[config.mk]
export PLATFORM = sky130hd
export DESIGN_NAME = icache_ctrl
export DESIGN_NICKNAME = d
export VERILOG_FILES = /design/src/verilog/icache_pkg.sv /design/src/verilog/icache_ctrl.sv
export SDC_FILE = /design/constraint.sdc
export NUM_CORES = 1
export LEC_CHECK = 0
export BUFFER_PORTS_ARGS = -buffer_cell sky130_fd_sc_hd__buf_4
export CORE_MARGIN = 2
export CORE_UTILIZATION = 43
export DETAILED_ROUTE_END_ITERATION = 8
export PLACE_DENSITY = 0.91
export SLEW_MARGIN = 5
export SYNTH_ARGS = -nofsm -noshare
export SYNTH_HDL_FRONTEND = slang
export SYNTH_SLANG_ARGS = --single-unit
[constraint.sdc]
create_clock -name clk -period 3.03 [get_ports clk]
set_clock_uncertainty 0.1 [all_clocks]
set_input_delay 0.303 -clock clk [delete_from_list [all_inputs] [get_ports clk]]
set_output_delay 0.303 -clock clk [all_outputs]
set_load 0.01 [all_outputs]
[src/verilog/icache_pkg.sv]
package icache_pkg;

    // geometry
    localparam int INDEX_W    = 4;
    localparam int SET_NUM    = 16;
    localparam int WORD_OFF_W = 2;
    localparam int LINE_WORDS = 4;
    localparam int BYTE_OFF_W = 4;   // byte offset inside a line
    localparam int TAG_W      = 24;

    // burst lengths on the memory port
    localparam int BURST_LINE     = 4;
    localparam int BURST_UNCACHED = 1;

    typedef enum logic [1:0] {
        OP_FETCH   = 2'd0,
        OP_IDX_INV = 2'd1,
        OP_HIT_INV = 2'd2
    } op_t;

    // normal fetch view of the address
    typedef struct packed {
        logic [TAG_W-1:0]      tag;
        logic [INDEX_W-1:0]    index;
        logic [WORD_OFF_W-1:0] word;
        logic [1:0]            byte_off;
    } fetch_addr_t;

    // index-invalidate view, the way sits in bit 0
    typedef struct packed {
        logic [TAG_W-1:0]   unused_hi;
        logic [INDEX_W-1:0] index;
        logic [2:0]         unused_lo;
        logic               way;
    } cacop_addr_t;

    typedef union packed {
        fetch_addr_t fetch;
        cacop_addr_t cacop;
    } cache_addr_u;

    typedef struct packed {
        op_t         op;
        cache_addr_u addr;
        logic        uncached;
    } req_t;

    typedef struct packed {
        logic [31:0] data;
        logic        addr_err;
        logic        cacop_done;
        logic        hit;        // served without memory
        logic        uncached;
    } resp_t;

    typedef struct packed {
        logic [31:0] addr;
        logic [2:0]  beats;
    } mem_req_t;

endpackage
[src/verilog/icache_ctrl.sv]
module icache_ctrl import icache_pkg::*; (
    input  logic     clk,
    input  logic     rstn,
    input  logic     i_req_valid,
    input  req_t     i_req,
    input  logic     i_hit,
    input  logic     i_hit_way,
    input  logic     i_victim_way,
    input  logic     i_burst_done,
    input  logic     i_mem_beat_valid,
    output logic     o_req_ready,
    output logic     o_resp_valid,
    output logic     o_lookup_en,
    output logic     o_refill_start,
    output logic     o_mem_req_valid,
    output mem_req_t o_mem_req,
    output logic     o_fill_we,
    output logic     o_fill_way,
    output logic     o_inval_we,
    output logic     o_inval_way,
    output logic     o_lru_update,
    output logic     o_lru_way,
    output logic     o_from_buf,
    output req_t     o_req_buf,
    output logic     o_addr_err
);

    typedef enum logic [2:0] {
        S_IDLE,
        S_LOOKUP,
        S_MISS,
        S_REFILL,
        S_RESPOND,
        S_CACOP
    } state_t;

    state_t state_q, state_d;
    req_t   req_buf;
    logic   addr_err_q;
    logic   from_buf_q;
    logic   fill_way_q;
    logic   accept;
    logic   misaligned;
    logic   go_miss;

    assign accept     = i_req_valid && o_req_ready;
    assign misaligned = (i_req.op == OP_FETCH) && (i_req.addr.fetch.byte_off != 2'b00);
    // uncached fetches and cached misses both go to memory
    assign go_miss    = (state_q == S_LOOKUP) && (req_buf.op == OP_FETCH) &&
                        (req_buf.uncached || !i_hit);

    always_ff @(posedge clk) begin
        if (!rstn)
            state_q <= S_IDLE;
        else
            state_q <= state_d;
    end

    always_ff @(posedge clk) begin
        if (accept)
            req_buf <= i_req;
        if (go_miss)
            fill_way_q <= i_victim_way;
    end

    always_ff @(posedge clk) begin
        if (!rstn) begin
            addr_err_q <= 1'b0;
            from_buf_q <= 1'b0;
        end else if (accept) begin
            addr_err_q <= misaligned;
            from_buf_q <= 1'b0;
        end else if (go_miss) begin
            from_buf_q <= 1'b1;   // answer comes from the line buffer
        end
    end

    always_comb begin
        state_d = state_q;
        case (state_q)
            S_IDLE: begin
                if (accept) begin
                    if (misaligned)
                        state_d = S_RESPOND;
                    else if (i_req.op == OP_IDX_INV)
                        state_d = S_CACOP;
                    else
                        state_d = S_LOOKUP;
                end
            end
            S_LOOKUP: begin
                if (req_buf.op == OP_HIT_INV)
                    state_d = S_CACOP;
                else if (go_miss)
                    state_d = S_MISS;
                else
                    state_d = S_RESPOND;
            end
            S_MISS: begin
                if (i_mem_beat_valid)
                    state_d = i_burst_done ? S_RESPOND : S_REFILL;
            end
            S_REFILL: begin
                if (i_burst_done)
                    state_d = S_RESPOND;
            end
            S_RESPOND: state_d = S_IDLE;
            S_CACOP:   state_d = S_IDLE;
            default:   state_d = S_IDLE;
        endcase
    end

    assign o_req_ready     = (state_q == S_IDLE);
    assign o_resp_valid    = (state_q == S_RESPOND) || (state_q == S_CACOP);
    assign o_lookup_en     = accept && !misaligned &&
                             !((i_req.op == OP_FETCH) && i_req.uncached);
    assign o_refill_start  = go_miss;
    assign o_mem_req_valid = (state_q == S_MISS);

    // uncached reads one word, a miss reads the aligned line
    assign o_mem_req.addr  = req_buf.uncached ?
                             {req_buf.addr[31:2], 2'b00} :
                             {req_buf.addr[31:BYTE_OFF_W], {BYTE_OFF_W{1'b0}}};
    assign o_mem_req.beats = req_buf.uncached ? 3'(BURST_UNCACHED) : 3'(BURST_LINE);

    // fill once the whole line is buffered
    assign o_fill_we  = (state_q == S_RESPOND) && from_buf_q && !req_buf.uncached;
    assign o_fill_way = fill_way_q;

    assign o_inval_we  = (state_q == S_CACOP) && ((req_buf.op == OP_IDX_INV) || i_hit);
    assign o_inval_way = (req_buf.op == OP_IDX_INV) ? req_buf.addr.cacop.way : i_hit_way;

    assign o_lru_update = o_fill_we ||
                          ((state_q == S_LOOKUP) && (req_buf.op == OP_FETCH) &&
                           !req_buf.uncached && i_hit);
    assign o_lru_way    = (state_q == S_RESPOND) ? fill_way_q : i_hit_way;

    assign o_from_buf = from_buf_q;
    assign o_req_buf  = req_buf;
    assign o_addr_err = addr_err_q;

    // request held steady until memory starts the burst
    a_mem_req_stable: assert property (@(posedge clk) disable iff (!rstn)
        o_mem_req_valid && !i_mem_beat_valid |=> o_mem_req_valid && $stable(o_mem_req));

    a_resp_single: assert property (@(posedge clk) disable iff (!rstn)
        o_resp_valid |=> !o_resp_valid);

endmodule

==> impl_results.md <==
- Synth top area share: 0.616
- Max Root-Sink Buffers: 2
- CTS tree: yes
- Vias in the first global route: ~1100
- Cells after synthesis: about 130
- Layout area overhead: 46.6%
- Setup Crit Path Kind: flop to primary output
- Total negative slack: 0 ps
- Initial antenna violation count: 0
- Fin. Hold Viols: 0
- Ranking of synthesized cells by area: edfxtp_1 62%, buf_4 14%, dfxtp_1 5.7%, nor2_1 2.1%, mux2_2 1.3%
- Later-pin clock latency in the skew report: approximately 280 ps
- Critical Path Fanout Max: 10
- # fillers: between 300 and 400
- RSZ-0062 raised after global routing: no
- Ys flop type: edfxtp_1
- # Post-CTS Setup Buffers: 0
- ANT cells: 0
- Final min period: ~2200 ps
- DRT Pass-1 Iters: 4
- Max rail drop VDD: approximately 0.27 mV
- Status: finished clean
- Netlist cell types: 30
- CP Launch Type: flop
- F_max: approximately 450 MHz
- Worst Hold Class: primary input to flop
- Max-Cap Viols: 0
- Sequential cell area fraction in the yosys report: 0.673
- Global Route Usage Sum: 0.154
- CTS Root Cell: clkbuf_8
- Slew Viols, Final: 0
- Layout cell share with drive strength beyond 1: 0.600
- I/O Pins: approximately 130
- Worst Setup End Kind: primary output
- Total gr overflow: 0
- Placed inst area: 0.00249 sq mm
- Synth Area per Inst: around 14 sq um
- Initial core utilization: 0.442
- Commonest non-fill, non-tap cell in the layout: buf_4
- Routed via count: around 1300
- DP HPWL: between 3000 and 4000 microns
- DR WL/cell: ~14 microns
- Worst-Margin Slew: about 630 ps
- Worst endpoint required time: 2630 ps
- Number of synthesized flops with an enable pin: 36
- Die X: around 68 microns
- Netlist Area Pre-Place: about 0.0018 sq mm
- Via/cell ratio: approximately 4.7
- Final setup vio count: 0
- Post-CTS Resized: 0
- Fin nets: ~270
- Die H: about 68 microns
- Power, Total: around 0.0013 W
- ANT nets after route: 0
- Post-route DRC violation count: 0
- Largest net degree at the start of global routing: 22
- Die ar.: about 0.0046 sq mm
- Async SR Flop Fraction: 0
- Yosys reg bits: 41
- # clock sinks: slightly above 40
- Max-slew headroom: 0.576
- Post-CTS Hold Fix Bufs: 0
- Critical path arrival: 1810 ps
- Core region area: a little under 0.004 sq mm
- Hold Slack: between 90 and 100 ps
- Fin area: 0.00257 sq mm
- First DRT Iteration DRCs: 59
- Global-route wire length before repair: between 5000 and 6000 microns
- Power density cells: 506 mW/mm^2
- GPL Wtd Cong: around 0.86
- CTS H-tree depth: 2
- Row cnt: 23
- Yosys Warn Count: 0
- I/O Buffers: between 100 and 150
- Most frequent cells in the layout: 123 x buf_4, 36 x edfxtp_1, 10 x nor2_1
- Inserted Clock Buffers: 5
- Clk slew on worst S/H paths: roughly 70 ps
- Post-route clock period utilization: 0.729
- Wirelength, routed: ~3800 microns
- Leakage: 1.17 nW
- Final core occ: 0.648
- Top cell type by total area after synthesis: edfxtp_1
[state kept, by name, indices dropped and copies added (netlist names)]
signal	flops
o_addr_err	1
state_q	3
o_from_buf	1
o_fill_way	1
o_req_buf	35
[cell families after synthesis]
kind of cell,Yosys count,share of synthesized area
and+or+nand+nor,32,0.109
buffers and inverters,39,0.157
other,1,0.00214
DFF,41,0.673
AOI/OAI and AO/OA,10,0.0406
muxes,3,0.0185
[synthesized netlist by cell type, types with 2 or more instances]
| cell | instances |
|---|---|
| buf_4 | 32 |
| and2_1 | 2 |
| nor2b_1 | 3 |
| a21oi_1 | 3 |
| mux2_2 | 2 |
| nor2_1 | 10 |
| nand2_1 | 3 |
| nand3_1 | 2 |
| nor3_2 | 2 |
| edfxtp_1 | 36 |
| nor3_1 | 3 |
| or4_1 | 2 |
| inv_1 | 5 |
| dfxtp_1 | 5 |
[metal layers]
layer | vias up | GRT usage | wire, microns
met4 | 0 | 0.0475 | 55
li1 | 606 | - | -
met2 | 89 | 0.260 | 1970
met1 | 599 | 0.172 | 1290
met3 | 7 | 0.0724 | 475
met5 | - | 0 | 0
[worst max-delay path, stage by stage (launching register included)]
cell and delay, ps:
dfxtp_1 540, or4b_4 540, nor3_4 270, buf_4 170
[cell type report]
class | instances | area (sq um) | area share
flip-flops and latches | 41 | 1180 | 0.459
repair buffers | 123 | 923 | 0.359
multi-input cells | 48 | 307 | 0.119
clock buffers | 5 | 68.8 | 0.0267
well taps | 50 | 62.6 | 0.0243
inverters | 5 | 18.8 | 0.00729
clock inverters | 3 | 12.5 | 0.00486
[where the power goes]
group | switching [W] | total, W | leakage [nW] | internal (W)
Combinational | 0.000126 | 0.000277 | 0.745 | 0.000151
Sequential | 0.0000318 | 0.000705 | 0.385 | 0.000673
Clock | 0.000166 | 0.000321 | 0.0430 | 0.000155
Total | 0.000324 | 0.00130 | 1.17 | 0.000979
[metrics by stage]
stage,instances,setup WS [ps]
after global routing,275,775
after detailed placement,267,992
after CTS,275,833
after global placement,267,1070
after floorplan,128,979
final,275,820
[final timing paths]
path                                  from              to  slack (ps)  cells after the start
worst min register to register  o_addr_err      o_addr_err         380                      2
worst max register to register  state_q[0]   o_req_buf[21]        1000                      4
worst max-delay path            state_q[0]  o_refill_start         820                      3
worst min-delay path             i_req[14]   o_req_buf[14]          90                      1
Power figures use the tool's default switching activity.
