--- src/verilog/icache_pkg.sv ---
package icache_pkg;

    // geometry
    localparam int INDEX_W    = 4;
    localparam int SET_NUM    = 16;
    localparam int WORD_OFF_W = 2;
    localparam int LINE_WORDS = 4;
    localparam int BYTE_OFF_W = 4;   // byte offset inside a line
    localparam int TAG_W      = 24;

    // burst lengths on the memory port
    localparam int BURST_LINE     = 4;
    localparam int BURST_UNCACHED = 1;

    typedef enum logic [1:0] {
        OP_FETCH   = 2'd0,
        OP_IDX_INV = 2'd1,
        OP_HIT_INV = 2'd2
    } op_t;

    // normal fetch view of the address
    typedef struct packed {
        logic [TAG_W-1:0]      tag;
        logic [INDEX_W-1:0]    index;
        logic [WORD_OFF_W-1:0] word;
        logic [1:0]            byte_off;
    } fetch_addr_t;

    // index-invalidate view, the way sits in bit 0
    typedef struct packed {
        logic [TAG_W-1:0]   unused_hi;
        logic [INDEX_W-1:0] index;
        logic [2:0]         unused_lo;
        logic               way;
    } cacop_addr_t;

    typedef union packed {
        fetch_addr_t fetch;
        cacop_addr_t cacop;
    } cache_addr_u;

    typedef struct packed {
        op_t         op;
        cache_addr_u addr;
        logic        uncached;
    } req_t;

    typedef struct packed {
        logic [31:0] data;
        logic        addr_err;
        logic        cacop_done;
        logic        hit;        // served without memory
        logic        uncached;
    } resp_t;

    typedef struct packed {
        logic [31:0] addr;
        logic [2:0]  beats;
    } mem_req_t;

endpackage
--- src/verilog/refill_counter.sv ---
module refill_counter import icache_pkg::*; (
    input  logic                  clk,
    input  logic                  rstn,
    input  logic                  i_start,
    input  logic [2:0]            i_beats,
    input  logic                  i_beat_valid,
    output logic [WORD_OFF_W-1:0] o_slot,
    output logic                  o_done
);

    logic [2:0] cnt;
    logic [2:0] beats_q;
    logic       armed;    // a burst is outstanding

    always_ff @(posedge clk) begin
        if (!rstn) begin
            cnt     <= '0;
            beats_q <= '0;
            armed   <= 1'b0;
        end else if (i_start) begin
            cnt     <= '0;
            beats_q <= i_beats;
            armed   <= 1'b1;
        end else if (armed && i_beat_valid) begin
            cnt <= cnt + 3'd1;
            if (o_done)
                armed <= 1'b0;   // last beat closes the burst
        end
    end

    assign o_slot = cnt[WORD_OFF_W-1:0];
    assign o_done = armed && i_beat_valid && (cnt == beats_q - 3'd1);

    // memory must not send beats outside a requested burst
    a_no_stray_beat: assert property (@(posedge clk) disable iff (!rstn)
        i_beat_valid |-> armed);

endmodule

--- config.mk ---
export PLATFORM = sky130hd
export DESIGN_NAME = refill_counter
export DESIGN_NICKNAME = d
export VERILOG_FILES = /design/src/verilog/icache_pkg.sv /design/src/verilog/refill_counter.sv
export SDC_FILE = /design/constraint.sdc
export NUM_CORES = 1
export LEC_CHECK = 0
export ABC_CLOCK_PERIOD_IN_PS = 1700
export BUFFER_PORTS_ARGS = -buffer_cell sky130_fd_sc_hd__buf_2
export CAP_MARGIN = 40
export CORE_MARGIN = 8
export CORE_UTILIZATION = 25
export DETAILED_ROUTE_END_ITERATION = 10
export RECOVER_POWER = 50
export SYNTH_ARGS = -nofsm -noshare
export SYNTH_HDL_FRONTEND = slang
export SYNTH_SLANG_ARGS = --single-unit
--- constraint.sdc ---
create_clock -name clk -period 1.7 [get_ports clk]
set_input_delay 0.255 -clock clk [delete_from_list [all_inputs] [get_ports clk]]
set_output_delay 0.255 -clock clk [all_outputs]
set_load 0.01 [all_outputs]
==> results of run 1 <==
[layer usage]
metal / GRT usage [%] / vias up
li1: - / 154
met1: 6.01 / 143
met2: 10.6 / 4
met3: 2.17 / 2
met4: 9.84 / 0
met5: 0 / -
[worst register-to-register path, cell delays in order (launching register included)]
cell,delay (ns)
dfxtp_2,0.33
inv_2,0.05
ha_4,0.15
xor2_1,0.14
xnor2_1,0.14
buf_4,0.14
buf_4,0.12
buf_4,0.12
buf_4,0.12
a21oi_1,0.12
[final timing paths]
| path | end | slack, ns | cells past startpoint |
|---|---|---|---|
| min | beats_q[2] | 0.26 | 3 |
| min reg2reg | cnt[1] | 0.51 | 2 |
| max | o_done | -0.04 | 6 |
| max reg2reg | armed | 0.21 | 9 |
[layout by cell type (no fill, tap or decap)]
cell type	count
buf_2	9
dfxtp_1	5
buf_4	5
xnor2_1	3
xor2_1	3
mux2i_1	3
nor2b_1	3
clkbuf_4	3
inv_2	2
nand2_1	2
nand3_1	2
a21oi_1	2
nor2_1	2
dfxtp_2	2
nor4b_4	1
nand2b_1	1
nor4_1	1
o21ai_0	1
ha_1	1
ha_4	1
clkbuf_1	1
[cell usage after synthesis]
library cell | n | area, um2
a21oi_1 | 2 | 10.0
nand3_1 | 2 | 10.0
nand2b_1 | 1 | 6.26
o21ai_0 | 1 | 5.00
xor2_1 | 3 | 26.3
buf_4 | 2 | 15.0
xnor2_1 | 3 | 26.3
nand2_2 | 1 | 6.26
nor2_1 | 2 | 7.51
ha_1 | 2 | 25.0
buf_2 | 1 | 5.00
nand2_1 | 1 | 3.75
nor4b_4 | 1 | 23.8
nor4_1 | 1 | 6.26
dfxtp_1 | 7 | 140
inv_1 | 2 | 7.51
nor2b_1 | 3 | 18.8
mux2i_1 | 3 | 30.0
[repair_timing]
item,4_1_cts,5_1_grt
resized for setup,6,0
endpoints found under the setup margin,1,1
setup buffers,4,1
pin swaps,2,1
[per-stage QoR]
stage               utilization (%)  total power (uW)  std cells  hold WS, ns  setup slack (ns)
floorplan                         -               217         38        0.383             0.299
global placement               28.7               229         60        0.498             0.160
detailed placement             28.7               230         60        0.506             0.136
CTS                            33.6               412         68        0.250           -0.0637
global route                   34.0               443         69        0.269            -0.127
finish                         34.0               408         69        0.258           -0.0350
[power by group]
group          leakage, uW  internal (uW)  switching (uW)
Combinational     0.000149           45.4            32.3
Clock            0.0000150           89.7            63.4
Sequential       0.0000581            172            5.57
Total             0.000222            307             101
[state kept, by name (all words and copies together), names as in the netlist]
| register | cells |
|---|---|
| beats_q | 3 |
| cnt | 3 |
| armed | 1 |
[kinds of logic after synthesis]
| logic type | Yosys count |
|---|---|
| compound gates | 3 |
| xor+xnor | 6 |
| fa+ha+maj | 2 |
| buf+inv | 5 |
| flops | 7 |
| mux | 3 |
| simple gates | 12 |
[area by class of cell]
cell class              count  area, um2  share of cell area, %
flip-flops and latches      7        143                   28.9
well taps                  16       20.0                   4.05
multi-input cells          26        215                   43.5
clock buffers               4       26.3                   5.32
inverters                   2       7.51                   1.52
repair buffers             14       82.6                   16.7
==> out/metrics.cfg, run 1 <==
[grt]
antenna_found_initial=0
grt_max_degree=7
grt_pass1_wl_um=1350
grt_pass1_vias=317
grt_usage_pct=6.88
globalRoute.totalOverflow=0

[routing]
avgRoutedWirePerCell_um=11.9
dr.max_layer_used=met4
wl_met1_um=307
ant_nets=0
wl_met3_um=34
drtIter0Drc=7
vias=303
wirelength_um=818
drc=0
met2_length_um=445
dr.pass1.iters=4
via_per_inst=4.39

[worst_setup_path]
arrival_ns=1.48
path_delay_family=flip-flops
max_stage_delay_ns=0.33
crit_fanout=2
crit_type=reg -> out
crit_start=beats_q[1]
start_kind=register
worst-path-buf-inv=2
end_kind=primary output
timing.rr.start=beats_q[1]
critical_path_required_ns=1.44
crit_path_top_delay_cell=dfxtp_2
crit_path_cell_trace=inv_2, ha_4, xor2_1, xnor2_1, nor4b_4, buf_2

[timing]
finalCritPeriodShare_pct=102
finalSetupViolCount=1
slew_violations=0
fin_crit_ns=1.74
setup_ws_ns=-0.0350
hold_viol_final=0
tightest_slew_ns=0.326
tns_ns=-0.0350
maxSlewHeadroom_pct=78.1
rsz0062_at_grt=true
fmax_ghz=0.576
skew_ns=0.00301

[layout]
fin_nets=63
fill_cells=159
final_area_um2=494
antennaDiodeCount=0
drive_above_1_share_pct=43.4
area_delta_synth_final_pct=32.6

[synthesis]
ys_types=18
synth_top_family_by_area=simple AND/OR/NAND/NOR gates
synthSimpleGateAreaFrac_pct=22.1
synth_compound_area_share_pct=4.03
synth_nets=47
synth_xor_area_share_pct=14.1
syn_area_um2=373
muxShareOfSynthArea_pct=8.05
yosys_warnings=0
synth.avg_cell_area_um2=9.81
synth_seq_cells=7
synth_fa_ha_area_share_pct=6.71
synthCells=38
yosysSeqAreaShare_pct=37.6

[clock_network]
cts_tree=done
clockBufferDepth=2
htreeDepth=1
clk_latency_ns=0.25
postCtsHoldBufs=0
clkSinkCount=7
numCtsBuffers=3
path_clk_slew_ns=0.05
root_buffer=clkbuf_4

[floorplan]
die_w_um=54.6
num_rows=14
initial_utilization_pct=25.6
die_y_um=54.6
core_um2=1450
dieArea_um2=2980
ios=10

[run]
cap_violations=0

[power_and_ir_drop]
ir_drop_v=0.000338
leakage_uw=0.000222
power_density_nw_per_um2=826

[place]
dpl_cell_area_um2=418
portBuffers=9
hpwl_um=551
gp_congestion=0.718

[outcome]
failed_checks=setup timing
status=complete, but fails checks

[min_path]
min_from=i_beats[2]
min_path_type=in -> reg

No activity file was read; power rests on OpenSTA's default activity.
==> run 2: changes to the inputs <==
SETUP_SLACK_MARGIN = 0.3   (was default)
==> run 2 against run 1 <==
Compared with the run above: the run still ends with setup timing left; worst setup slack improved by 0.031 ns; worst hold slack improved by 0.0021 ns; clock power about the same; die area stayed put; first-iteration DRC count is 100% lower; critical endpoint unchanged; largest cell class unchanged; largest power group unchanged; highest routed layer unchanged.
==> out/metrics.cfg, run 2 (synthesis gave the netlist of run 1 again) <==
[clock_network]
root_buffer=clkbuf_4
path_clk_slew_ns=0.05
cts_tree=done
numCtsBuffers=3
clockBufferDepth=2
clk_latency_ns=0.25
clkSinkCount=7
htreeDepth=1

[worst_setup_path]
critical_path_required_ns=1.44
path_delay_family=flip-flops
worst-path-buf-inv=2
start_kind=register
max_stage_delay_ns=0.32
crit_type=reg -> out
crit_path_top_delay_cell=dfxtp_2
arrival_ns=1.45
end_kind=primary output
crit_fanout=2
crit_path_cell_trace=inv_2, ha_4, xor2_2, xnor2_2, nor4b_4, buf_2

[routing]
wl_met3_um=38
ant_nets=0
wl_met1_um=300
vias=294
via_per_inst=4.32
avgRoutedWirePerCell_um=11.3
dr.max_layer_used=met4
dr.pass1.iters=1
wirelength_um=769
met2_length_um=399
drc=0
drtIter0Drc=0

[timing]
fmax_ghz=0.587
hold_viol_final=0
finalSetupViolCount=1
holdWs_ns=0.261
finalCritPeriodShare_pct=100
fin_crit_ns=1.70
rsz0062_at_grt=true
skew_ns=0.00169
tns_ns=-0.00355
maxSlewHeadroom_pct=75.6
tightest_slew_ns=0.364
slew_violations=0
setup_ws_ns=-0.00355

[grt]
globalRoute.totalOverflow=0
grt_pass1_vias=338
grt_usage_pct=6.78
grt_pass1_wl_um=1390
grt_max_degree=7
antenna_found_initial=0

[outcome]
failed_checks=setup timing
status=complete, but fails checks

[run]
cap_violations=0

[layout]
drive_above_1_share_pct=50.0
layout_commonest_cell=buf_2
area_delta_synth_final_pct=37.2
final_core_util_pct=35.2
mostFrequentLayoutCells=buf_2, dfxtp_1, buf_4
fin_nets=62
reg_top3=beats_q (3), cnt (3), armed (1)
antennaDiodeCount=0

[floorplan]
die_y_um=54.6
die_w_um=54.6
core_um2=1450
dieArea_um2=2980
ios=10
num_rows=14
initial_utilization_pct=25.6

[power_and_ir_drop]
ir_drop_v=0.000247
leakage_uw=0.000228
power.total_uw=410
power_density_nw_per_um2=801

[min_path]
min_path_type=in -> reg

[place]
gp_congestion=0.697
portBuffers=9

[run 2: changes by cell type in the layout (fill, tap and decap cells not counted)]
cell | before | now
xnor2_1 | 3 | 1
xnor2_2 | 0 | 2
buf_4 | 5 | 4
nand2_1 | 2 | 1
nand2_2 | 0 | 1
xor2_1 | 3 | 2
xor2_2 | 0 | 1
[run 2: cell type report]
class / count / area [um2]
clock buffers: 4 / 26.3
fillers: 156 / 942
inverters: 2 / 7.51
multi-input cells: 26 / 240
flip-flops and latches: 7 / 143
well taps: 16 / 20.0
repair buffers: 13 / 75.1
[run 2: final timing paths]
kind	start	endpoint	slack, ns	cells after the start
setup / recovery	beats_q[1]	o_done	-0.004	6
hold / removal	i_beats[2]	beats_q[2]	0.26	3
setup reg to reg	beats_q[1]	armed	0.35	8
hold reg to reg	armed	cnt[1]	0.52	2
[run 2: worst reg2reg max path, cell delays in order (launching register included)]
cell,delay (ns)
dfxtp_2,0.33
inv_2,0.04
ha_4,0.15
xor2_2,0.15
xnor2_2,0.14
buf_4,0.13
buf_4,0.12
buf_4,0.12
a21oi_1,0.11
[run 2: repair_timing]
item,in CTS,in global routing
pin swaps,1,1
setup endpoints to repair,1,2
resized for setup,4,2
hold buffers,0,0
buffers inserted,4,0
[run 2: power breakdown]
group	total (uW)	internal, uW	switching (uW)	leakage (uW)
Clock	151	89.6	61.1	0.0000150
Combinational	80.9	47.7	33.2	0.000155
Sequential	178	172	6.41	0.0000581
Total	410	309	101	0.000228
[run 2: through the flow]
step                instance area [um2]  std cells  setup slack [ns]
finish                              512         68          -0.00355
global route                        512         68            -0.131
CTS                                 497         68           -0.0572
detailed placement                  438         60             0.134
global placement                    438         60             0.165
floorplan                           393         38             0.326
[run 2: metal layers]
metal  global-route usage (%)  vias to the layer above
li1                         -                      152
met1                     6.79                      133
met2                     10.4                        7
met3                     1.36                        2
met4                     8.61                        0
met5                        0                        -
==> run 3: changes to the inputs <==
--- a/config.mk
+++ b/config.mk
@@ -9,7 +9,7 @@
 export BUFFER_PORTS_ARGS = -buffer_cell sky130_fd_sc_hd__buf_2
 export CAP_MARGIN = 40
-export CORE_MARGIN = 8
-export CORE_UTILIZATION = 25
+export CORE_AREA = 8 8 45 47
 export DETAILED_ROUTE_END_ITERATION = 10
+export DIE_AREA = 0 0 53 55
 export RECOVER_POWER = 50
 export SETUP_SLACK_MARGIN = 0.3
==> constraint.sdc (replaced) <==
create_clock -name clk -period 1.7 [get_ports clk]
set_input_delay 0.255 -clock clk [delete_from_list [all_inputs] [get_ports clk]]
set_output_delay 0.255 -clock clk [all_outputs]
set_load 0.05 [all_outputs]
==> run 3 against run 2 <==
Compared with the run above: the run still ends with setup timing left; cell area rose by 3.4%; combinational power rose by 10%; sequential share of layout area fell by 0.92 points; clock-buffer cell count did not move; first-iteration DRC count rose by 2; die area fell by 2.3%; largest cell class unchanged; highest routed layer unchanged.
==> out/metrics.cfg, run 3 (synthesis gave the netlist of run 1 again) <==
[routing]
drtIter0Drc=2
wirelength_um=834
ant_nets=0
wl_met1_um=365
via_per_inst=4.26
dr.max_layer_used=met4
avgRoutedWirePerCell_um=11.9
wl_met3_um=50
vias=298
drc=0
dr.pass1.iters=2
met2_length_um=365

[worst_setup_path]
max_stage_delay_ns=0.33
arrival_ns=1.53
path_delay_family=flip-flops
critical_path_required_ns=1.44
crit_path_top_delay_cell=dfxtp_2
crit_path_cell_trace=inv_2, ha_4, xor2_2, xnor2_2, nor4b_4, buf_6
crit_fanout=2
start_kind=register
worst-path-buf-inv=2
crit_type=reg -> out
end_kind=primary output

[clock_network]
root_buffer=clkbuf_4
clockBufferDepth=2
cts_tree=done
postCtsHoldBufs=0
numCtsBuffers=3
clkSinkCount=7
htreeDepth=1
clk_latency_ns=0.26
path_clk_slew_ns=0.06

[floorplan]
num_rows=14
die_y_um=55
core_um2=1380
ios=10
initial_utilization_pct=26.9
die_w_um=53
dieArea_um2=2920

[layout]
drive_above_1_share_pct=51.9
reg_top3=beats_q (3), cnt (3), armed (1)
antennaDiodeCount=0
layout_commonest_cell=buf_2
fin_cells=70
final_area_um2=529
fin_nets=64
multi_input_area_um2=236
area_delta_synth_final_pct=41.9
fill_cells=143
seq_area_um2=143
mostFrequentLayoutCells=buf_2, buf_4, dfxtp_1

[min_path]
min_path_type=in -> reg

[power_and_ir_drop]
power.total_uw=424
ir_drop_v=0.000329
leakage_uw=0.000235
power_density_nw_per_um2=801

[grt]
grt_usage_pct=6.74
antenna_found_initial=0
grt_pass1_vias=333
globalRoute.totalOverflow=0
grt_max_degree=7
grt_pass1_wl_um=1410

[timing]
skew_ns=0.00502
fin_crit_ns=1.78
hold_viol_final=0
setup_ws_ns=-0.0841
maxSlewHeadroom_pct=75.7
tightest_slew_ns=0.362
fmax_ghz=0.560
slew_violations=0
tns_ns=-0.0841
finalSetupViolCount=1
finalCritPeriodShare_pct=105
rsz0062_at_grt=true

[place]
dpl_cell_area_um2=432
placed_cells=60
portBuffers=9
gp_congestion=0.744

[outcome]
failed_checks=setup timing
status=complete, but fails checks

[run]
cap_violations=0

-- run 3: cell types whose count changed in the layout (fill, tap and decap cells not counted), sizes merged --
| cell | before | now |
|---|---|---|
| buf | 13 | 15 |
-- run 3: cell type report --
type,count,share of cell area [%]
multi-input cells,26,44.7
flip-flops and latches,7,27.0
repair buffers,15,18.2
clock buffers,4,4.96
well taps,16,3.78
inverters,2,1.42
-- run 3: power breakdown --
group	switching, uW	total, uW	internal, uW
sequential	6.16	178	172
clock	67.3	157	90.0
combinational	38.1	89.1	51.0
-- run 3: layer usage --
layer  global-route usage (%)  vias to the layer above
met4                     7.76                        0
met3                     1.87                        4
met1                     7.52                      131
met2                     9.57                        9
met5                        0                        -
li1                         -                      154
-- run 3: repair_timing --
action | CTS | global route
resized for setup | 4 | 2
buffers inserted | 4 | 2
pin swaps | 2 | 1
cloned | 0 | 0
endpoints found under the setup margin | 1 | 2
-- run 3: final timing paths --
kind	from	endpoint	slack, ns	cells after the start
max	beats_q[0]	o_done	-0.08	6
min	i_beats[0]	beats_q[0]	0.25	3
max reg2reg	beats_q[0]	armed	0.21	9
min reg2reg	cnt[1]	cnt[1]	0.51	2
-- run 3: per-stage QoR --
stage | utilization [%] | setup slack (ns) | hold WS, ns
3_5_place_dp | 31.2 | 0.0502 | 0.502
2_1_floorplan | - | -0.00867 | 0.383
3_3_place_gp | 31.2 | 0.0858 | 0.503
6_report | 38.2 | -0.0841 | 0.254
4_1_cts | 36.3 | -0.0928 | 0.254
5_1_grt | 38.2 | -0.167 | 0.278
-- run 3: worst register-to-register path: stages, from the launching register on --
cell and delay [ns]:
dfxtp_2 0.33, inv_2 0.04, ha_4 0.15, xor2_2 0.15
xnor2_2 0.15, buf_4 0.13, buf_4 0.12, buf_4 0.12
buf_4 0.12, a21oi_2 0.10
