File: config.mk
export PLATFORM = sky130hd
export DESIGN_NAME = icache_tagv
export DESIGN_NICKNAME = d
export VERILOG_FILES = /design/src/verilog/icache_pkg.sv /design/src/verilog/icache_tagv.sv
export SDC_FILE = /design/constraint.sdc
export NUM_CORES = 1
export LEC_CHECK = 0
export CAP_MARGIN = 25
export CORE_MARGIN = 2
export CORE_UTILIZATION = 40
export DETAILED_ROUTE_END_ITERATION = 10
export DONT_BUFFER_PORTS = 1
export GPL_TIMING_DRIVEN = 0
export HOLD_SLACK_MARGIN = 0.15
export PLACE_DENSITY = 0.65
export SETUP_SLACK_MARGIN = 0.1
export SYNTH_ARGS = -nofsm -noshare
export SYNTH_HDL_FRONTEND = slang
export SYNTH_SLANG_ARGS = --single-unit
File: constraint.sdc
create_clock -name clk -period 3.2 [get_ports clk]
set_input_delay 0.48 -clock clk [delete_from_list [all_inputs] [get_ports clk]]
set_output_delay 0.48 -clock clk [all_outputs]
set_load 0.01 [all_outputs]
File: src/verilog/icache_pkg.sv
package icache_pkg;

    // geometry
    localparam int INDEX_W    = 4;
    localparam int SET_NUM    = 16;
    localparam int WORD_OFF_W = 2;
    localparam int LINE_WORDS = 4;
    localparam int BYTE_OFF_W = 4;   // byte offset inside a line
    localparam int TAG_W      = 24;

    // burst lengths on the memory port
    localparam int BURST_LINE     = 4;
    localparam int BURST_UNCACHED = 1;

    typedef enum logic [1:0] {
        OP_FETCH   = 2'd0,
        OP_IDX_INV = 2'd1,
        OP_HIT_INV = 2'd2
    } op_t;

    // normal fetch view of the address
    typedef struct packed {
        logic [TAG_W-1:0]      tag;
        logic [INDEX_W-1:0]    index;
        logic [WORD_OFF_W-1:0] word;
        logic [1:0]            byte_off;
    } fetch_addr_t;

    // index-invalidate view, the way sits in bit 0
    typedef struct packed {
        logic [TAG_W-1:0]   unused_hi;
        logic [INDEX_W-1:0] index;
        logic [2:0]         unused_lo;
        logic               way;
    } cacop_addr_t;

    typedef union packed {
        fetch_addr_t fetch;
        cacop_addr_t cacop;
    } cache_addr_u;

    typedef struct packed {
        op_t         op;
        cache_addr_u addr;
        logic        uncached;
    } req_t;

    typedef struct packed {
        logic [31:0] data;
        logic        addr_err;
        logic        cacop_done;
        logic        hit;        // served without memory
        logic        uncached;
    } resp_t;

    typedef struct packed {
        logic [31:0] addr;
        logic [2:0]  beats;
    } mem_req_t;

endpackage
File: src/verilog/icache_tagv.sv
module icache_tagv import icache_pkg::*; (
    input  logic        clk,
    input  logic        rstn,
    input  logic        i_lookup_en,
    input  cache_addr_u i_addr,
    input  logic        i_fill_we,
    input  logic        i_fill_way,
    input  logic        i_inval_we,
    input  logic        i_inval_way,
    input  logic        i_lru_update,
    input  logic        i_lru_way,
    output logic        o_hit,
    output logic        o_hit_way,
    output logic        o_victim_way
);

    logic [TAG_W-1:0]         tag_mem [2][SET_NUM];
    logic [1:0][SET_NUM-1:0]  valid_q;
    logic [SET_NUM-1:0]       lru_q;    // way to replace next

    // registered read of both ways
    logic [1:0]               rd_valid;
    logic [TAG_W-1:0]         rd_tag [2];
    logic [TAG_W-1:0]         tag_q;
    logic [INDEX_W-1:0]       idx_q;
    logic [1:0]               hit_w;

    always_ff @(posedge clk) begin
        if (i_lookup_en) begin
            rd_tag[0] <= tag_mem[0][i_addr.fetch.index];
            rd_tag[1] <= tag_mem[1][i_addr.fetch.index];
            tag_q     <= i_addr.fetch.tag;
            idx_q     <= i_addr.fetch.index;
        end
        if (i_fill_we)
            tag_mem[i_fill_way][idx_q] <= tag_q;
    end

    always_ff @(posedge clk) begin
        if (!rstn) begin
            rd_valid <= '0;
        end else if (i_lookup_en) begin
            rd_valid[0] <= valid_q[0][i_addr.fetch.index];
            rd_valid[1] <= valid_q[1][i_addr.fetch.index];
        end
    end

    // valid bits, all lines empty after reset
    always_ff @(posedge clk) begin
        if (!rstn) begin
            valid_q <= '0;
        end else begin
            if (i_fill_we)
                valid_q[i_fill_way][idx_q] <= 1'b1;
            if (i_inval_we)
                valid_q[i_inval_way][idx_q] <= 1'b0;
        end
    end

    always_ff @(posedge clk) begin
        if (!rstn)
            lru_q <= '0;
        else if (i_lru_update)
            lru_q[idx_q] <= ~i_lru_way;   // the other way goes next
    end

    assign hit_w[0] = rd_valid[0] && (rd_tag[0] == tag_q);
    assign hit_w[1] = rd_valid[1] && (rd_tag[1] == tag_q);

    assign o_hit        = |hit_w;
    assign o_hit_way    = hit_w[1];
    assign o_victim_way = lru_q[idx_q];

    // a line is never filled twice into one set
    a_single_hit: assert property (@(posedge clk) disable iff (!rstn)
        !(hit_w[0] && hit_w[1]));

endmodule

==> Flow_metrics.wiki, run 1 <==
{| class="wikitable"
! Metric !! Value
|-
| TritonCTS buffer count || just under 90
|-
| Number of iterations in the first detailed-routing pass || 5
|-
| RSZ-0062 raised after global routing || yes
|-
| Total length of routed wires || around 87,000 µm
|-
| Die X || a little under 300 µm
|-
| Fraction of the cycle the final worst path needs || 0.992
|-
| TritonCTS Sinks || slightly below 900
|-
| Clock tree root buffer cell || sky130_fd_sc_hd__clkbuf_16
|-
| Leading cell type in the layout, fill and taps excluded || sky130_fd_sc_hd__edfxtp_1
|-
| Post-route DRC violation count || 0
|-
| Sum of buffers and inverters on the critical path || 1
|-
| First-pass GRT wire length || ~120,000 µm
|-
| Area of the die || around 0.087 mm²
|-
| CTS tree || built
|-
| Gpl congestion || between 0.8 and 0.9
|-
| Fill cell instance count of the final layout || approximately 6,800
|-
| Clock tree skew after final layout || ~0.033 ns
|-
| Via count || around 17,000
|-
| Max frequency || approximately 310 MHz
|-
| Layout Nets || 1,738
|-
| Average footprint of a synthesized cell || 23.1 µm²
|-
| Initial cell density of the core || 0.402
|-
| Metal2 WL || about 43,000 µm
|-
| Avg WL per Cell || about 30 µm
|-
| Count of yosys warnings during synthesis || 0
|-
| Antenna diode count || 0
|-
| IO Count || 44
|-
| Number of hold-slack violations in the final timing report || 0
|-
| Latest clock arrival within the worst-skew pair || 0.64 ns
|-
| Via count of the first global-routing pass || ~17,000
|-
| Final count of pins violating max slew || 0
|-
| Syn Inst Count || 1,474
|-
| Yosys cell types || 30
|-
| Max_cap viols || 0
|-
| Worst setup timing slack at the placement stage || -0.230 ns
|-
| CP Data Arrival Time || between 2 and 3 ns
|-
| Detailed-route wire length on metal 1 || about 35,000 µm
|-
| Detailed placement HPWL || around 50,000 µm
|-
| Status || finished clean
|-
| Routed wire length on met3 || 7090 µm
|-
| Critical path type || register to primary output
|-
| Antenna violations before repair || 7
|-
| Actual transition at the worst max-transition pin || approximately 1.1 ns
|-
| Die Span Y || 296 µm
|-
| Worst hold-check slack || roughly 0.23 ns
|-
| Slowest stage cell, crit path || sky130_fd_sc_hd__or4_4
|-
| Initial detailed-routing violation count || between 2,000 and 2,500
|-
| Post-Synthesis Net Count || ~1,500
|-
| Area growth from synthesis to final layout || 19.6%
|-
| Cell area after technology mapping || between 0.03 and 0.04 mm²
|-
| Static leakage power || roughly 13 nW
|-
| Kind of start point of the critical path || register
|-
| Row cnt || about 110
|-
| Minimum clock period || approximately 3.2 ns
|-
| Family with the most delay on the worst path || simple AND/OR/NAND/NOR gates
|-
| Overflow left after global routing || 0
|-
| Worst vdd ir || just over 0.4 mV
|-
| Power density of the placed cells || around 620 mW/mm²
|-
| Category of the worst setup path capture point || primary output
|-
| Relative slew slack || 0.287
|-
| Clock transition at the registers of the reported paths || roughly 0.06 ns
|-
| Worst setup margin || between 0.02 and 0.025 ns
|-
| CP Max Fanout || 2
|-
| Required @ worst endpoint || between 2 and 3 ns
|-
| Fraction of final layout cells sized beyond drive strength 1 || 0.320
|-
| Total of flip-flops plus latches after synthesis || roughly 900
|-
| GRT Resource Usage Total || 0.201
|-
| Classification of the worst-slack hold path || input pin to register
|-
| Number of routed nets with antenna violations || 0
|-
| Critical path's largest stage delay || just under 0.6 ns
|-
| Per-cell via count in the routed design || approximately 5.8
|-
| Most used cells in the layout excluding fill and tap cells || sky130_fd_sc_hd__edfxtp_1, sky130_fd_sc_hd__mux4_2, sky130_fd_sc_hd__clkbuf_16
|-
| Clock H-tree levels || 3
|-
| Maximum number of pins on one net before global-route repair || between 70 and 80
|-
| Count of buffers from port buffering || 0
|-
| Buffer depth of the longest clock path || 3
|-
| Area of the core region || between 0.08 and 0.09 mm²
|-
| Cells along the critical path || xnor2_2 > nand4_1 > or4_4 > nor4_4 > buf_6 > a41o_1
|-
| Top routing layer in use || met4
|-
| Register area share after synthesis || 0.774
|-
| Final Setup Violations || 0
|}
[Yosys cell counts (all sizes together)]
cell type | count | area share
dfxtp | 50 | 0.029
mux4 | 245 | 0.16
a41o | 1 | 0.00029
or4 | 1 | 0.00022
o221a | 32 | 0.011
buf | 43 | 0.0085
nor2 | 46 | 0.0051
nand2b | 6 | 0.0011
nand2 | 23 | 0.0025
clkbuf | 36 | 0.0040
a21oi | 18 | 0.0026
mux2i | 16 | 0.0047
edfxtp | 844 | 0.74
a31oi | 2 | 0.00037
nor4 | 5 | 0.00092
nand4 | 10 | 0.0018
xnor2 | 33 | 0.0085
nor3 | 8 | 0.0012
and3 | 2 | 0.00037
clkinv | 1 | 0.00011
xor2 | 15 | 0.0039
nor2b | 6 | 0.0011
a22oi | 2 | 0.00044
a311oi | 16 | 0.0041
nand3 | 13 | 0.0019
[cells by family after synthesis]
kind of cell    synth area share
simple gates              0.0162
buf+inv                   0.0125
mux                        0.167
compound gates            0.0184
xor+xnor                  0.0123
flops                      0.774
[sequential cells by signal (all words and copies together), names as in the netlist]
name,cells
idx_q,4
lru_q,16
rd_tag,48
rd_valid,2
tag_mem,768
tag_q,24
valid_q,32
[repair_timing]
action                                  in CTS  in global routing
buffers inserted                            54                  4
gates cloned                                 0                  0
resized for setup                           12                  1
hold buffers                                31                  0
hold endpoints to repair                   106                  0
endpoints found under the setup margin       2                  2
pin swaps                                    7                  0
[where the power goes]
group	switching, W	internal [W]	leakage [nW]
registers	0.000106	0.0131	8.07
logic	0.000950	0.000643	3.26
clock network	0.00431	0.00627	1.45
[layer usage]
layer,vias to the layer above,GRT usage
li1,6767,-
met1,9137,0.274
met2,779,0.338
met3,139,0.0354
met4,0,0.0509
met5,-,0
[layout make-up]
cell class | count | area (µm²) | share of cell area
sequential | 894 | 26300 | 0.647
multi-input combinational | 500 | 7610 | 0.187
clock buffer | 121 | 2490 | 0.0612
timing repair buffer | 133 | 1950 | 0.0479
tap | 1144 | 1430 | 0.0351
clock inverter | 43 | 473 | 0.0116
buffer | 79 | 423 | 0.0104
inverter | 1 | 3.75 | 0.0000922
[path summary, 6_finish.rpt]
check	from	to	slack (ns)	depth (start not counted)
worst max register to register	idx_q[1]$_DFFE_PP_	tag_mem[0][17]$_DFFE_PP_	0.41	5
worst max-delay path	tag_q[8]$_DFFE_PP_	o_hit	0.02	6
worst min-delay path	rstn	valid_q[15]$_SDFF_PN0_	0.23	2
worst min register to register	lru_q[8]$_SDFFE_PN0P_	lru_q[8]$_SDFFE_PN0P_	0.52	2
[through the flow]
stage           util  power [W]  setup TNS, ns  cell area [µm²]  instances
6_report       0.481     0.0253              0            40700       2915
5_1_grt        0.481     0.0260        -0.0524            40700       2915
4_1_cts        0.480     0.0254              0            40700       2909
3_5_place_dp   0.433     0.0147          -1.28            36700       2660
3_3_place_gp   0.419     0.0146        -678.94            35500       2618
2_1_floorplan      -     0.0142              0            34100       1474
(Power assumes the default switching activity.)
==> inputs of run 2 (changes only) <==
--- a/config.mk
+++ b/config.mk
@@ -13,6 +13,7 @@
 export GPL_TIMING_DRIVEN = 0
 export HOLD_SLACK_MARGIN = 0.15
 export PLACE_DENSITY = 0.65
+export RECOVER_POWER = 100
 export SETUP_SLACK_MARGIN = 0.1
 export SYNTH_ARGS = -nofsm -noshare
 export SYNTH_HDL_FRONTEND = slang
==> run 2 against run 1 <==
Against the previous run:
- the flow now finishes with violations (max-capacitance violations, max-slew violations)
- first-iteration DRC count is 2.3% higher
- die area unchanged
- total power about the same
- flip-flop and latch count did not move
- sequential share of layout area is 0.062 points higher
- maximum frequency decreased by 0.20%
- non-clock buffer count unchanged
- global-route usage unchanged
- worst setup slack worse by 0.0064 ns
- critical path type unchanged
==> Flow_metrics.wiki, run 2 (synthesized netlist as in run 1, its figures left out) <==
{| class="wikitable"
! Metric !! Value
|-
| FF+latch area || 0.0263 mm² (unchanged)
|-
| Initial cell density of the core || 0.402 (unchanged)
|-
| Number of hold-slack violations in the final timing report || 0 (unchanged)
|-
| RSZ-0062 raised after global routing || yes
|-
| Multi-input gate area || 0.00761 mm² (unchanged)
|-
| Number of iterations in the first detailed-routing pass || 6 (+1)
|-
| Die Span Y || 296 µm (unchanged)
|-
| Largest registers || tag_mem (768), rd_tag (48), valid_q (32)
|-
| Final std cells w/o fill || 2,915 (unchanged)
|-
| Kind of start point of the critical path || register
|-
| Overflow left after global routing || 0 (unchanged)
|-
| Buffer depth of the longest clock path || 3 (unchanged)
|-
| Classification of the worst-slack hold path || input pin to register
|-
| Worst setup margin || 0.0179 ns (-0.00637 ns)
|-
| Total length of routed wires || 86,800 µm (-0.20%)
|-
| Die X || 296 µm (unchanged)
|-
| Row cnt || 107 (unchanged)
|-
| Critical path's largest stage delay || 0.58 ns (about the same)
|-
| Area growth from synthesis to final layout || 19.5% (about the same)
|-
| Worst vdd ir || 0.403 mV (about the same)
|-
| Worst setup timing slack at the placement stage || -0.230 ns (unchanged)
|-
| Placed Cells || 2,660 (unchanged)
|-
| Placed instance area || 0.0367 mm² (unchanged)
|-
| Maximum number of pins on one net before global-route repair || 77 (unchanged)
|-
| Final Setup Violations || 0 (unchanged)
|-
| Critical path type || register to primary output
|-
| Count of buffers from port buffering || 0 (unchanged)
|-
| Max reg flops || 768 (unchanged)
|-
| CP Max Fanout || 2 (unchanged)
|-
| Top register by number of flip-flops || tag_mem
|-
| Total design power || 0.0253 W (about the same)
|-
| Clock H-tree levels || 3 (unchanged)
|-
| Via count of the first global-routing pass || 17,300 (unchanged)
|-
| Max frequency || 314 MHz (-0.20%)
|-
| Detailed placement HPWL || 50,100 µm (unchanged)
|-
| CP Data Arrival Time || 2.70 ns (about the same)
|-
| Category of the worst setup path capture point || primary output
|-
| Fraction of the cycle the final worst path needs || 0.994 (+0.00199)
|-
| Required @ worst endpoint || 2.72 ns (about the same)
|-
| Relative slew slack || -0.917 (-1.20)
|-
| Max_cap viols || 1 (+1)
|-
| GRT Resource Usage Total || 0.201 (unchanged)
|-
| Status || finished, violations left
|-
| Cells along the critical path || xnor2_2 > nand4_1 > or4_4 > nor4_4 > buf_6 > a41o_1
|-
| Failing checks || max-capacitance violations, max-slew violations
|-
| Clock transition at the registers of the reported paths || 0.06 ns (about the same)
|-
| Via count || 16,800 (-0.071%)
|-
| Fill cell instance count of the final layout || 6,760 (+0.074%)
|-
| Avg WL per Cell || 29.8 µm (-0.20%)
|-
| Power density of the placed cells || 622 mW/mm² (about the same)
|-
| Number of routed nets with antenna violations || 0 (unchanged)
|-
| Area of the die || 0.0875 mm² (unchanged)
|-
| Gpl congestion || 0.855 (unchanged)
|-
| Final count of pins violating max slew || 77 (+77)
|-
| Fraction of final layout cells sized beyond drive strength 1 || 0.320 (-0.000565)
|-
| Layout Nets || 1,738 (unchanged)
|-
| Leading cell type in the layout, fill and taps excluded || sky130_fd_sc_hd__edfxtp_1
|-
| TritonCTS Sinks || 894 (unchanged)
|-
| Antenna violations before repair || 7 (unchanged)
|-
| Clock tree root buffer cell || sky130_fd_sc_hd__clkbuf_16
|-
| Final Instance Area || 0.0407 mm² (about the same)
|-
| Post-route DRC violation count || 0 (unchanged)
|-
| TritonCTS buffer count || 88 (unchanged)
|-
| Antenna diode count || 0 (unchanged)
|-
| Slowest stage cell, crit path || sky130_fd_sc_hd__or4_4
|-
| Per-cell via count in the routed design || 5.77 (about the same)
|-
| Area of the core region || 0.0847 mm² (unchanged)
|-
| Static leakage power || 12.8 nW (-0.13%)
|-
| Most used cells in the layout excluding fill and tap cells || sky130_fd_sc_hd__edfxtp_1, sky130_fd_sc_hd__mux4_2, sky130_fd_sc_hd__clkbuf_16
|-
| Clock tree skew after final layout || 0.0341 ns (+0.000792 ns)
|-
| Actual transition at the worst max-transition pin || 2.87 ns (+1.81 ns)
|-
| Setup TNS || 0 ns (unchanged)
|-
| Initial detailed-routing violation count || 2,358 (+2.3%)
|-
| IO Count || 44 (unchanged)
|-
| Latest clock arrival within the worst-skew pair || 0.64 ns (about the same)
|-
| First-pass GRT wire length || 123,000 µm (unchanged)
|-
| Minimum clock period || 3.18 ns (+0.00637 ns)
|-
| CTS tree || built
|}
run 2: routing by layer:
| layer | vias up | GRT usage | share of wire |
|---|---|---|---|
| li1 | 6762 | - | - |
| met1 | 9117 | 0.274 | 0.40 |
| met2 | 793 | 0.338 | 0.50 |
| met3 | 138 | 0.0354 | 0.082 |
| met4 | 0 | 0.0509 | 0.024 |
| met5 | - | 0 | 0 |
run 2: repair_timing:
item,CTS,global route
endpoints found under the hold margin,106,0
hold buffers,31,0
gates resized for setup,12,1
buffers inserted,54,4
pin swaps,7,0
setup endpoints to repair,2,2
run 2: final cells by class:
cell class | instances | share of cell area
inverters | 1 | 0.0000922
clock inverters | 43 | 0.0116
repair buffers | 133 | 0.0470
multi-input cells | 500 | 0.187
flip-flops and latches | 894 | 0.647
plain buffers | 79 | 0.0104
clock buffers | 121 | 0.0613
well taps | 1144 | 0.0352
run 2: worst paths after layout:
kind / start / endpoint / slack (ns) / cells after the start
hold reg to reg: lru_q[8]$_SDFFE_PN0P_ / lru_q[8]$_SDFFE_PN0P_ / 0.52 / 2
setup / recovery: tag_q[8]$_DFFE_PP_ / o_hit / 0.02 / 6
hold / removal: rstn / valid_q[31]$_SDFF_PN0_ / 0.23 / 2
setup reg to reg: idx_q[1]$_DFFE_PP_ / tag_mem[0][17]$_DFFE_PP_ / 0.43 / 5
run 2: critical path: cells and delay by family, from the launching register on:
kind | cells | cell delay (ns)
AND/OR/NAND/NOR | 3 | 0.92
flip-flops | 1 | 0.51
XOR/XNOR | 1 | 0.25
buffers and inverters | 1 | 0.19
AO/OA/AOI/OAI | 1 | 0.19
run 2: per-stage QoR:
stage	utilization	hold WS, ns
final	0.480	0.231
after global routing	0.480	0.232
after CTS	0.480	0.199
after detailed placement	0.433	0.516
after global placement	0.419	0.499
after floorplan	-	0.425
run 2: power by group:
group          internal, W  leakage, nW  total (W)  switching [W]
sequential          0.0131         8.07     0.0132       0.000106
clock              0.00627         1.45     0.0106        0.00431
combinational     0.000637         3.24    0.00159       0.000949
total               0.0200         12.8     0.0253        0.00536
